### src/design/lockstep_pkg.sv
// Lockstep checker package
// Shared constants, bus types and core state encoding

package lockstep_pkg;

  //////////////////////////////////////////////////////////////
  // Lockstep timing
  //////////////////////////////////////////////////////////////

  // Cycles by which the shadow core trails the main core
  localparam int unsigned LOCKSTEP_OFFSET = 2;
  // One extra cycle for the shadow output register
  localparam int unsigned OUTPUTS_OFFSET  = LOCKSTEP_OFFSET + 1;
  localparam int unsigned OFFSET_CNT_W    = $clog2(LOCKSTEP_OFFSET + 1);

  //////////////////////////////////////////////////////////////
  // Bus geometry
  //////////////////////////////////////////////////////////////

  localparam int unsigned DATA_W = 32;
  localparam int unsigned ADDR_W = 32;
  localparam int unsigned IRQ_W  = 4;

  localparam logic [31:0] BOOT_ADDR = 32'h0000_0080;
  localparam int unsigned ADDR_STEP = 4;

  typedef logic [DATA_W-1:0]       data_t;
  typedef logic [ADDR_W-1:0]       addr_t;
  typedef logic [IRQ_W-1:0]        irq_t;
  typedef logic [OFFSET_CNT_W-1:0] offset_cnt_t;

  //////////////////////////////////////////////////////////////
  // Core ports
  //////////////////////////////////////////////////////////////

  // Everything the core samples
  typedef struct packed {
    logic  bus_gnt;
    logic  bus_rvalid;
    data_t bus_rdata;
    logic  bus_err;
    irq_t  irq;
    logic  fetch_enable;
  } core_in_t;

  // Everything the core drives, 67 bits
  typedef struct packed {
    logic  bus_req;
    addr_t bus_addr;
    data_t bus_wdata;
    logic  irq_pending;
    logic  core_busy;
  } core_out_t;

  // Fetch FSM
  typedef enum logic [1:0] {
    CORE_IDLE = 2'd0,
    CORE_REQ  = 2'd1,
    CORE_WAIT = 2'd2
  } core_state_e;

endpackage

### src/design/lockstep_reset_seq.sv
// Lockstep reset sequencer
// Keeps the shadow core in reset for the lockstep offset, then enables comparison

`timescale 1ns/1ns

module lockstep_reset_seq (
  input  logic clk_i,
  input  logic rst_ni,
  output logic shadow_rst_no,
  output logic cmp_en_o
);

  lockstep_pkg::offset_cnt_t cnt_d, cnt_q;
  logic                      release_d, release_q;
  logic                      cmp_en_q;

  // Counter stops once the offset has elapsed
  assign release_d = (cnt_q == lockstep_pkg::offset_cnt_t'(lockstep_pkg::LOCKSTEP_OFFSET - 1));
  assign cnt_d     = release_d ? cnt_q : cnt_q + 1'b1;

  always_ff @(posedge clk_i or negedge rst_ni) begin
    if (!rst_ni) begin
      cnt_q     <= '0;
      release_q <= 1'b0;
      cmp_en_q  <= 1'b0;
    end else begin
      cnt_q     <= cnt_d;
      release_q <= release_d;
      // Comparison starts one cycle after the shadow leaves reset
      cmp_en_q  <= release_q;
    end
  end

  // Shadow reset follows system reset immediately on assertion
  assign shadow_rst_no = release_q & rst_ni;
  assign cmp_en_o      = cmp_en_q;

endmodule

### src/design/lockstep_delay_line.sv
// Fixed-latency delay line
// Shift register of Depth stages, cleared to zero on reset

`timescale 1ns/1ns

module lockstep_delay_line #(
  parameter int unsigned Depth = 2,
  parameter int unsigned Width = 8
) (
  input  logic             clk_i,
  input  logic             rst_ni,
  input  logic [Width-1:0] data_i,
  output logic [Width-1:0] data_o
);

  // Stage Depth-1 takes new data, stage 0 is the oldest
  logic [Depth-1:0][Width-1:0] stage_q;

  always_ff @(posedge clk_i or negedge rst_ni) begin
    if (!rst_ni) begin
      stage_q <= '0;
    end else begin
      for (int unsigned i = 0; i + 1 < Depth; i++) begin
        stage_q[i] <= stage_q[i+1];
      end
      stage_q[Depth-1] <= data_i;
    end
  end

  assign data_o = stage_q[0];

endmodule

### src/design/lockstep_shadow_core.sv
// Fetch-and-accumulate core
// Fetches words from a linear address stream and sums them; all outputs come from flops

`timescale 1ns/1ns

module lockstep_shadow_core (
  input  logic                    clk_i,
  input  logic                    rst_ni,
  input  lockstep_pkg::core_in_t  core_in_i,
  output lockstep_pkg::core_out_t core_out_o,
  output logic                    alert_bus_o
);

  lockstep_pkg::core_state_e state_d, state_q;
  lockstep_pkg::addr_t       addr_d, addr_q;
  lockstep_pkg::data_t       acc_d, acc_q;
  logic                      irq_pending_q;
  logic                      alert_bus_q;
  logic                      rsp_accept;

  //////////////////////////////////////////////////////////////
  // Fetch FSM
  //////////////////////////////////////////////////////////////

  assign rsp_accept = (state_q == lockstep_pkg::CORE_WAIT) & core_in_i.bus_rvalid;

  always_comb begin
    state_d = state_q;
    addr_d  = addr_q;
    acc_d   = acc_q;

    case (state_q)
      lockstep_pkg::CORE_IDLE: begin
        if (core_in_i.fetch_enable) begin
          state_d = lockstep_pkg::CORE_REQ;
        end
      end
      lockstep_pkg::CORE_REQ: begin
        // Request held until the bus grants it
        if (core_in_i.bus_gnt) begin
          state_d = lockstep_pkg::CORE_WAIT;
        end
      end
      lockstep_pkg::CORE_WAIT: begin
        if (rsp_accept) begin
          acc_d   = acc_q + core_in_i.bus_rdata;
          addr_d  = addr_q + lockstep_pkg::addr_t'(lockstep_pkg::ADDR_STEP);
          state_d = lockstep_pkg::CORE_REQ;
        end
      end
      default: begin
        state_d = lockstep_pkg::CORE_IDLE;
      end
    endcase
  end

  always_ff @(posedge clk_i or negedge rst_ni) begin
    if (!rst_ni) begin
      state_q       <= lockstep_pkg::CORE_IDLE;
      addr_q        <= lockstep_pkg::BOOT_ADDR;
      acc_q         <= '0;
      irq_pending_q <= 1'b0;
      alert_bus_q   <= 1'b0;
    end else begin
      state_q       <= state_d;
      addr_q        <= addr_d;
      acc_q         <= acc_d;
      irq_pending_q <= |core_in_i.irq;
      // Any error response raises a single-cycle alert
      alert_bus_q   <= core_in_i.bus_rvalid & core_in_i.bus_err;
    end
  end

  //////////////////////////////////////////////////////////////
  // Outputs
  //////////////////////////////////////////////////////////////

  assign core_out_o.bus_req     = (state_q == lockstep_pkg::CORE_REQ);
  assign core_out_o.bus_addr    = addr_q;
  assign core_out_o.bus_wdata   = acc_q;
  assign core_out_o.irq_pending = irq_pending_q;
  assign core_out_o.core_busy   = (state_q != lockstep_pkg::CORE_IDLE);

  assign alert_bus_o = alert_bus_q;

endmodule

### src/design/lockstep_compare.sv
// Lockstep comparator
// Registers the shadow outputs and flags any difference from the delayed main outputs

`timescale 1ns/1ns

module lockstep_compare (
  input  logic                    clk_i,
  input  logic                    rst_ni,
  input  logic                    cmp_en_i,
  input  lockstep_pkg::core_out_t shadow_out_i,
  input  lockstep_pkg::core_out_t main_out_i,
  input  logic                    shadow_alert_bus_i,
  output logic                    alert_major_internal_o,
  output logic                    alert_major_bus_o
);

  lockstep_pkg::core_out_t shadow_out_q;
  logic                    outputs_mismatch;

  // Extra stage lines the shadow up with the main output delay line
  always_ff @(posedge clk_i or negedge rst_ni) begin
    if (!rst_ni) begin
      shadow_out_q <= '0;
    end else begin
      shadow_out_q <= shadow_out_i;
    end
  end

  // Whole-struct compare, every field counts
  assign outputs_mismatch = cmp_en_i & (shadow_out_q != main_out_i);

  assign alert_major_internal_o = outputs_mismatch;
  // Bus errors are seen by both cores, so the shadow alone reports them
  assign alert_major_bus_o      = shadow_alert_bus_i;

endmodule

### src/design/lockstep_top.sv
// Lockstep checker top level
// Runs a delayed shadow core beside the main core and alerts on any output difference

`timescale 1ns/1ns

module lockstep_top (
  input  logic                    clk_i,
  input  logic                    rst_ni,
  input  lockstep_pkg::core_in_t  core_in_i,
  input  lockstep_pkg::core_out_t core_out_i,
  output logic                    alert_major_internal_o,
  output logic                    alert_major_bus_o
);

  logic                    shadow_rst_n;
  logic                    cmp_en;
  lockstep_pkg::core_in_t  shadow_in;
  lockstep_pkg::core_out_t shadow_out;
  lockstep_pkg::core_out_t main_out_dly;
  logic                    shadow_alert_bus;

  //////////////////////////////////////////////////////////////
  // Reset sequencing
  //////////////////////////////////////////////////////////////

  lockstep_reset_seq u_reset_seq (
    .clk_i         (clk_i),
    .rst_ni        (rst_ni),
    .shadow_rst_no (shadow_rst_n),
    .cmp_en_o      (cmp_en)
  );

  //////////////////////////////////////////////////////////////
  // Delay lines
  //////////////////////////////////////////////////////////////

  // Shadow sees the main core stimulus LOCKSTEP_OFFSET cycles late
  lockstep_delay_line #(
    .Depth (lockstep_pkg::LOCKSTEP_OFFSET),
    .Width ($bits(lockstep_pkg::core_in_t))
  ) u_in_delay (
    .clk_i  (clk_i),
    .rst_ni (rst_ni),
    .data_i (core_in_i),
    .data_o (shadow_in)
  );

  lockstep_delay_line #(
    .Depth (lockstep_pkg::OUTPUTS_OFFSET),
    .Width ($bits(lockstep_pkg::core_out_t))
  ) u_out_delay (
    .clk_i  (clk_i),
    .rst_ni (rst_ni),
    .data_i (core_out_i),
    .data_o (main_out_dly)
  );

  //////////////////////////////////////////////////////////////
  // Shadow core and comparison
  //////////////////////////////////////////////////////////////

  lockstep_shadow_core u_shadow_core (
    .clk_i       (clk_i),
    .rst_ni      (shadow_rst_n),
    .core_in_i   (shadow_in),
    .core_out_o  (shadow_out),
    .alert_bus_o (shadow_alert_bus)
  );

  lockstep_compare u_compare (
    .clk_i                  (clk_i),
    .rst_ni                 (rst_ni),
    .cmp_en_i               (cmp_en),
    .shadow_out_i           (shadow_out),
    .main_out_i             (main_out_dly),
    .shadow_alert_bus_i     (shadow_alert_bus),
    .alert_major_internal_o (alert_major_internal_o),
    .alert_major_bus_o      (alert_major_bus_o)
  );

endmodule

### config.mk
export PLATFORM = sky130hd
export DESIGN_NAME = lockstep_top
export DESIGN_NICKNAME = d
export VERILOG_FILES = /design/src/design/lockstep_pkg.sv /design/src/design/lockstep_reset_seq.sv /design/src/design/lockstep_delay_line.sv /design/src/design/lockstep_shadow_core.sv /design/src/design/lockstep_compare.sv /design/src/design/lockstep_top.sv
export SDC_FILE = /design/constraint.sdc
export NUM_CORES = 1
export LEC_CHECK = 0
export BUFFER_PORTS_ARGS = -buffer_cell sky130_fd_sc_hd__buf_2
export CAP_MARGIN = 30
export CELL_PAD_IN_SITES_DETAIL_PLACEMENT = 0
export CELL_PAD_IN_SITES_GLOBAL_PLACEMENT = 1
export CORE_ASPECT_RATIO = 0.8
export CORE_UTILIZATION = 40
export DETAILED_ROUTE_END_ITERATION = 12
export MAX_ROUTING_LAYER = met4
export PLACE_DENSITY_LB_ADDON = 0.2
export SKIP_CTS_REPAIR_TIMING = 1
export SLEW_MARGIN = 20
export SYNTH_ARGS = -nofsm -noshare
export SYNTH_HDL_FRONTEND = slang
export SYNTH_HIERARCHICAL = 1
export SYNTH_SLANG_ARGS = --single-unit
export TNS_END_PERCENT = 20
### constraint.sdc
create_clock -name clk_i -period 2.7 [get_ports clk_i]
set_input_delay 0.135 -clock clk_i [delete_from_list [all_inputs] [get_ports clk_i]]
set_output_delay 0.135 -clock clk_i [all_outputs]
set_load 0.1 [all_outputs]
Word level (Yosys, flattened, before mapping)
Index checks and enable logic that the tools add are counted.
{"block": "totals", "word_cells": 41, "register_bits": 420, "output_inout_bits": 2, "in_bits": 109}
{"block": "op_classes", "n_eq_ne": 7, "muxes": 4, "addsub": 3, "reduce_logical": 5, "n_bitwise": 4}
{"operator": "!= test 67 bit", "n": 1}
{"operator": "adder 32 x 3 -> 32 bit (second input constant)", "n": 1}
{"operator": "adder 32 bit", "n": 1}
{"operator": "two-way mux 2 bit", "n": 3}
{"operator": "case mux 2 bit (3 select lines)", "n": 1}
{"operator": "bitwise AND 1 bit", "n": 4}
{"operator": "== test 2 x 1 -> 1 bit (second input constant)", "n": 2}
{"operator": "!= test 2 bit (second input constant)", "n": 2}
{"operator": "OR reduction 4 bit", "n": 1}
{"operator": "AND reduction 3 bit", "n": 1}
{"operator": "adder 2 x 1 -> 2 bit (second input constant)", "n": 1}
{"operator": "== test 2 bit (second input constant)", "n": 1}
{"operator": "logical NOT 2 bit", "n": 1}
{"operator": "!= test 2 x 1 -> 1 bit (second input constant)", "n": 1}
{"operator": "AND reduction 2 bit", "n": 1}
{"operator": "nonzero test 2 bit", "n": 1}

Longest topological paths before layout
{"block": "logic_depth", "depth_word": 4, "ltp_mapped": 11, "ltp_nobuf": 10}

Modules after synthesis
Netlist, hierarchy kept.
{"module": "lockstep_delay_line at u_out_delay", "cells_per_inst": 268, "instances": 1, "area_each_um2": 5532.8, "seq_area_each_um2": 5029.8}
{"module": "lockstep_shadow_core", "cells_per_inst": 474, "instances": 1, "area_each_um2": 4342.9, "seq_area_each_um2": 1652.8}
{"module": "lockstep_compare", "cells_per_inst": 158, "instances": 1, "area_each_um2": 2427.3, "seq_area_each_um2": 1676.6}
{"module": "lockstep_delay_line at u_in_delay", "cells_per_inst": 120, "instances": 1, "area_each_um2": 2302.2, "seq_area_each_um2": 2001.9}
{"module": "lockstep_reset_seq", "cells_per_inst": 11, "instances": 1, "area_each_um2": 152.6, "seq_area_each_um2": 100.1}

Least setup slack after synthesis
OpenSTA, ideal clock, no wires.
{"block": "synth_path", "path_kind": "register to register", "start": "register u_in_delay.stage_q, in the netlist u_in_delay/data_o[6]", "end": "register u_shadow_core.acc_q[30]", "path_buffers": 1, "arrival_time_ps": 2283, "path_stages_with_launch": 12, "required_time_ps": 2599, "setup_ps": 101, "slack_ps": 316, "period_less_slack_ps": 2384, "cell_sequence": "dfrtp_1 > buf_4 > ha_1 > fa_1 > a21oi_1 > o22ai_1 > o211ai_1 > a41o_2 > a31oi_4 > a21oi_2 > nand4b_1 > o311ai_2"}
{"block": "synth_via", "elab_chain_cells": 1}
{"element": "start: declaration", "line_no": "lockstep_delay_line.sv:17", "rtl": "logic [Depth-1:0][Width-1:0] stage_q;"}
{"element": "start signal: indexed assignment", "line_no": "lockstep_delay_line.sv:24", "rtl": "stage_q[i] <= stage_q[i+1];"}
{"element": "start signal: indexed assignment", "line_no": "lockstep_delay_line.sv:26", "rtl": "stage_q[Depth-1] <= data_i;"}
{"element": "adder 32 bit", "line_no": "lockstep_shadow_core.sv:46", "rtl": "acc_d = acc_q + core_in_i.bus_rdata;"}
{"element": "end signal: assignment", "line_no": "lockstep_shadow_core.sv:61", "rtl": "acc_q <= '0;"}
{"element": "end signal: assignment", "line_no": "lockstep_shadow_core.sv:67", "rtl": "acc_q <= acc_d;"}
{"element": "end: declaration", "line_no": "lockstep_shadow_core.sv:16", "rtl": "lockstep_pkg::data_t acc_d, acc_q;"}
No other way between the ends.
A chain may end at the register's enable or synchronous reset.

Worst setup path in the final report
{"block": "layout_path", "start": "register u_out_delay.stage_q, in the netlist u_out_delay/data_o[10]", "end": "output port alert_major_internal_o"}
{"block": "layout_via", "elab_chain_cells": 2}
{"element": "start: declaration", "line_no": "lockstep_delay_line.sv:17"}
{"element": "start signal: indexed assignment", "line_no": "lockstep_delay_line.sv:24"}
{"element": "start signal: indexed assignment", "line_no": "lockstep_delay_line.sv:26"}
{"element": "!= test 67 bit", "line_no": "lockstep_compare.sv:30", "rtl": "assign outputs_mismatch = cmp_en_i & (shadow_out_q != main_out_i);"}
{"element": "bitwise AND 1 bit", "line_no": "lockstep_compare.sv:30"}
{"element": "end: declaration", "line_no": "lockstep_top.sv:11", "rtl": "output logic alert_major_internal_o,"}
No other way between the ends.

==> reports/results.ini <==
[sta]
setup-violations-final=0
rsz0062_at_grt=true
timing_hold_violations_final=0
worst_pin_slew_ns=0.725
relSlewSlack_pct=51.7
max_freq_mhz=383
slew_violations=0
skew_ns=0.00743
timing.final.crit_share_pct=96.6
worst_hold_slack_ns=0.0980
fin_crit_ns=2.61

[critical_path]
worstSetupPathDepth=7
cp.required_ns=2.57
crit_buf_inv=2
path_cells=xnor2_2 > nand4_1 > nor4_2 > buf_4 > nand3_1 > o31a_1 > buf_6
regToRegSetupSlack_ns=0.22
critPathKind=reg -> out
worstSetupStartpointType=flip-flop
crit_arrival_ns=2.47
critPathTopFamily=simple AND/OR/NAND/NOR gates
slowest_stage=dfrtp_1
end_kind=output port
cpPeakStageDelay_ns=0.39
reg2reg_depth=10
critPathMaxFanout=1

[drt]
met3_length_um=942
wl_met1_um=14600
drt_pass1_iterations=4
ant_nets=0
via_per_inst=4.39
drt-initial-drc-count=536
finalWirelength_um=27600
routed-via-count=7463
wl_per_cell_um=16.2
dr_wl_met2_um=11700
drc_errors=0
routed.top_layer=met4

[synth]
synth_edf_count=0
seq_area_frac_synth_pct=70.9
synthSimpleGateAreaFrac_pct=6.69
synth_top_family_by_area=XOR/XNOR gates
synth_cell_types=68
synth_commonest_cells=dfrtp_1, buf_4, nand2_1
synth_fa_ha_area_share_pct=3.02
synth_top_area_share_pct=70.7
synthTopCellsByArea=dfrtp_1, buf_4, xnor2_1
yosysWarnings=6
synth_area_um2=14800
yosysMostFrequentCell=dfrtp_1
synth_top_cell_by_area=dfrtp_1
synth-async-reset-ratio_pct=100
synth_compound_area_share_pct=5.71
avgSynthCellArea_um2=14.3
synth_ff_type=dfrtp_1
syn_inst=1031
synth.area.mux_share_pct=0.0678
synth-seq-cells=418
synthXorXnorAreaFrac_pct=7.24

[cts]
htreeDepth=2
cts_buffer_depth=3
ctsRootBufferMaster=clkbuf_16
cts.clk_slew.worst_paths_ns=0.06
clk_latency_ns=0.53
cts_tree=built
cts.sinks=418
numCtsBuffers=42

[floorplanning]
die_h_um=174
die_area_um2=37700
initial_core_util_pct=40.8
fp.dieW_um=217
io_pins=111
core_um2=36100
rows=62

[finish]
fillCellCount=3170
final_layout_size_suffix_gt1_share_pct=18.9
fin_cells=1699
area_delta_synth_final_pct=21.4
n_antenna_cell=0
layout.nets=1331

[job]
cap_violations=0

[global_routing]
grt_pass1_wl_um=42700
antenna_found_initial=0
grt_usage_pct=15.3
grt_max_degree=129
grt_pass1_vias=7343
grt_overflow=0

[place]
dp_cells=1512
hpwlAfterDp_um=18200
gp_congestion=0.833
io_buffers=110

[pwr]
p_leak_uw=0.00825
vdd_drop_max_mv=0.421
p_per_area_nw_per_um2=938

[outcome]
status=finished, final reports clean

[hold_path]
worstHoldPathType=in -> async

==> metrics by stage <==
| step | setup WS, ns | area, um^2 | TNS, ns | utilization [%] | power (uW) |
|---|---|---|---|---|---|
| 3_3_place_gp | 0.142 | 15200 | 0 | 42.0 | 10500 |
| 3_5_place_dp | 0.0622 | 15200 | 0 | 42.0 | 10500 |
| 4_1_cts | -0.188 | 16700 | -0.188 | 46.3 | 16900 |
| 2_1_floorplan | 0.316 | 14800 | 0 | - | 9610 |
| 5_1_grt | -0.0346 | 17900 | -0.0346 | 49.5 | 17800 |
| 6_report | 0.0921 | 17900 | 0 | 49.5 | 16800 |
==> cell families after synthesis <==
| group | Yosys count |
|---|---|
| multiplexers | 1 |
| AND/OR/NAND/NOR | 194 |
| XOR/XNOR | 122 |
| flip-flops | 418 |
| other | 1 |
| buffers and inverters | 136 |
| AO/OA/AOI/OAI | 124 |
| adder cells (fa/ha/maj) | 35 |
==> final timing paths <==
path | start | end
max reg2reg | u_shadow_core/acc_q[0] | u_shadow_core/acc_q[28]
min in group clk_i | core_in_i[8] | u_in_delay/stage_q[48]
max in group asynchronous | rst_ni | u_shadow_core/acc_q[10]
min reg2reg | u_in_delay/stage_q[74] | u_in_delay/data_o[34]
min | rst_ni | u_out_delay/stage_q[151]
max | u_out_delay/data_o[10] | alert_major_internal_o
==> flip-flops by register name, summed over array words and instances, names as in the netlist <==
| signal | cells |
|---|---|
| u_shadow_core/alert_bus_o | 1 |
| u_shadow_core/irq_pending_q | 1 |
| u_compare/shadow_out_q | 67 |
| u_in_delay/stage_q | 40 |
| u_out_delay/stage_q | 134 |
| u_reset_seq/cmp_en_o | 1 |
| u_shadow_core/acc_q | 32 |
| u_reset_seq/release_q | 1 |
| u_shadow_core/state_q | 2 |
| u_shadow_core/addr_q | 30 |
| u_in_delay/data_o | 40 |
| u_out_delay/data_o | 67 |
| u_reset_seq/cnt_q | 2 |
==> cells in the final DEF, fill, tap and decap left out, drive strengths merged, types with 3 or more instances in the layout <==
cell type and count:
o211ai 7, clkinv 9, ha 34, nand2 75, nand4 21, inv 12, clkbuf 58, and3 11
xnor2 73, xor2 49, dlygate4sd3 108, nor3 11, a21o 12, nor2 23, dfrtp 417, and2 4
nor4 11, o21bai 7, nand3 20, a31oi 4, bufinv 7, a21oi 34, o21ai 40, o311ai 3
nand2b 6, buf 127
==> where the power goes <==
group          total (uW)  switching (uW)  internal [uW]
logic                2970            1660           1310
clock network        6310            2340           3970
registers            7530             551           6980
total               16800            4550          12300
==> final cells by class <==
cell class | instances | area [um^2] | share of cell area, %
clock buffers | 58 | 1270 | 7.12
clock inverters | 18 | 274 | 1.53
inverters | 12 | 45.0 | 0.252
multi-input cells | 478 | 3420 | 19.1
flip-flops and latches | 418 | 10500 | 58.4
well taps | 480 | 601 | 3.35
repair buffers | 235 | 1840 | 10.3
==> metal layers <==
metal | GRT usage [%] | up-vias
met4 | 4.14 | 0
met5 | - | -
met2 | 20.1 | 106
met1 | 23.9 | 3672
li1 | - | 3650
met3 | 3.00 | 35
Note: power is estimated with default switching activity, not from simulation.
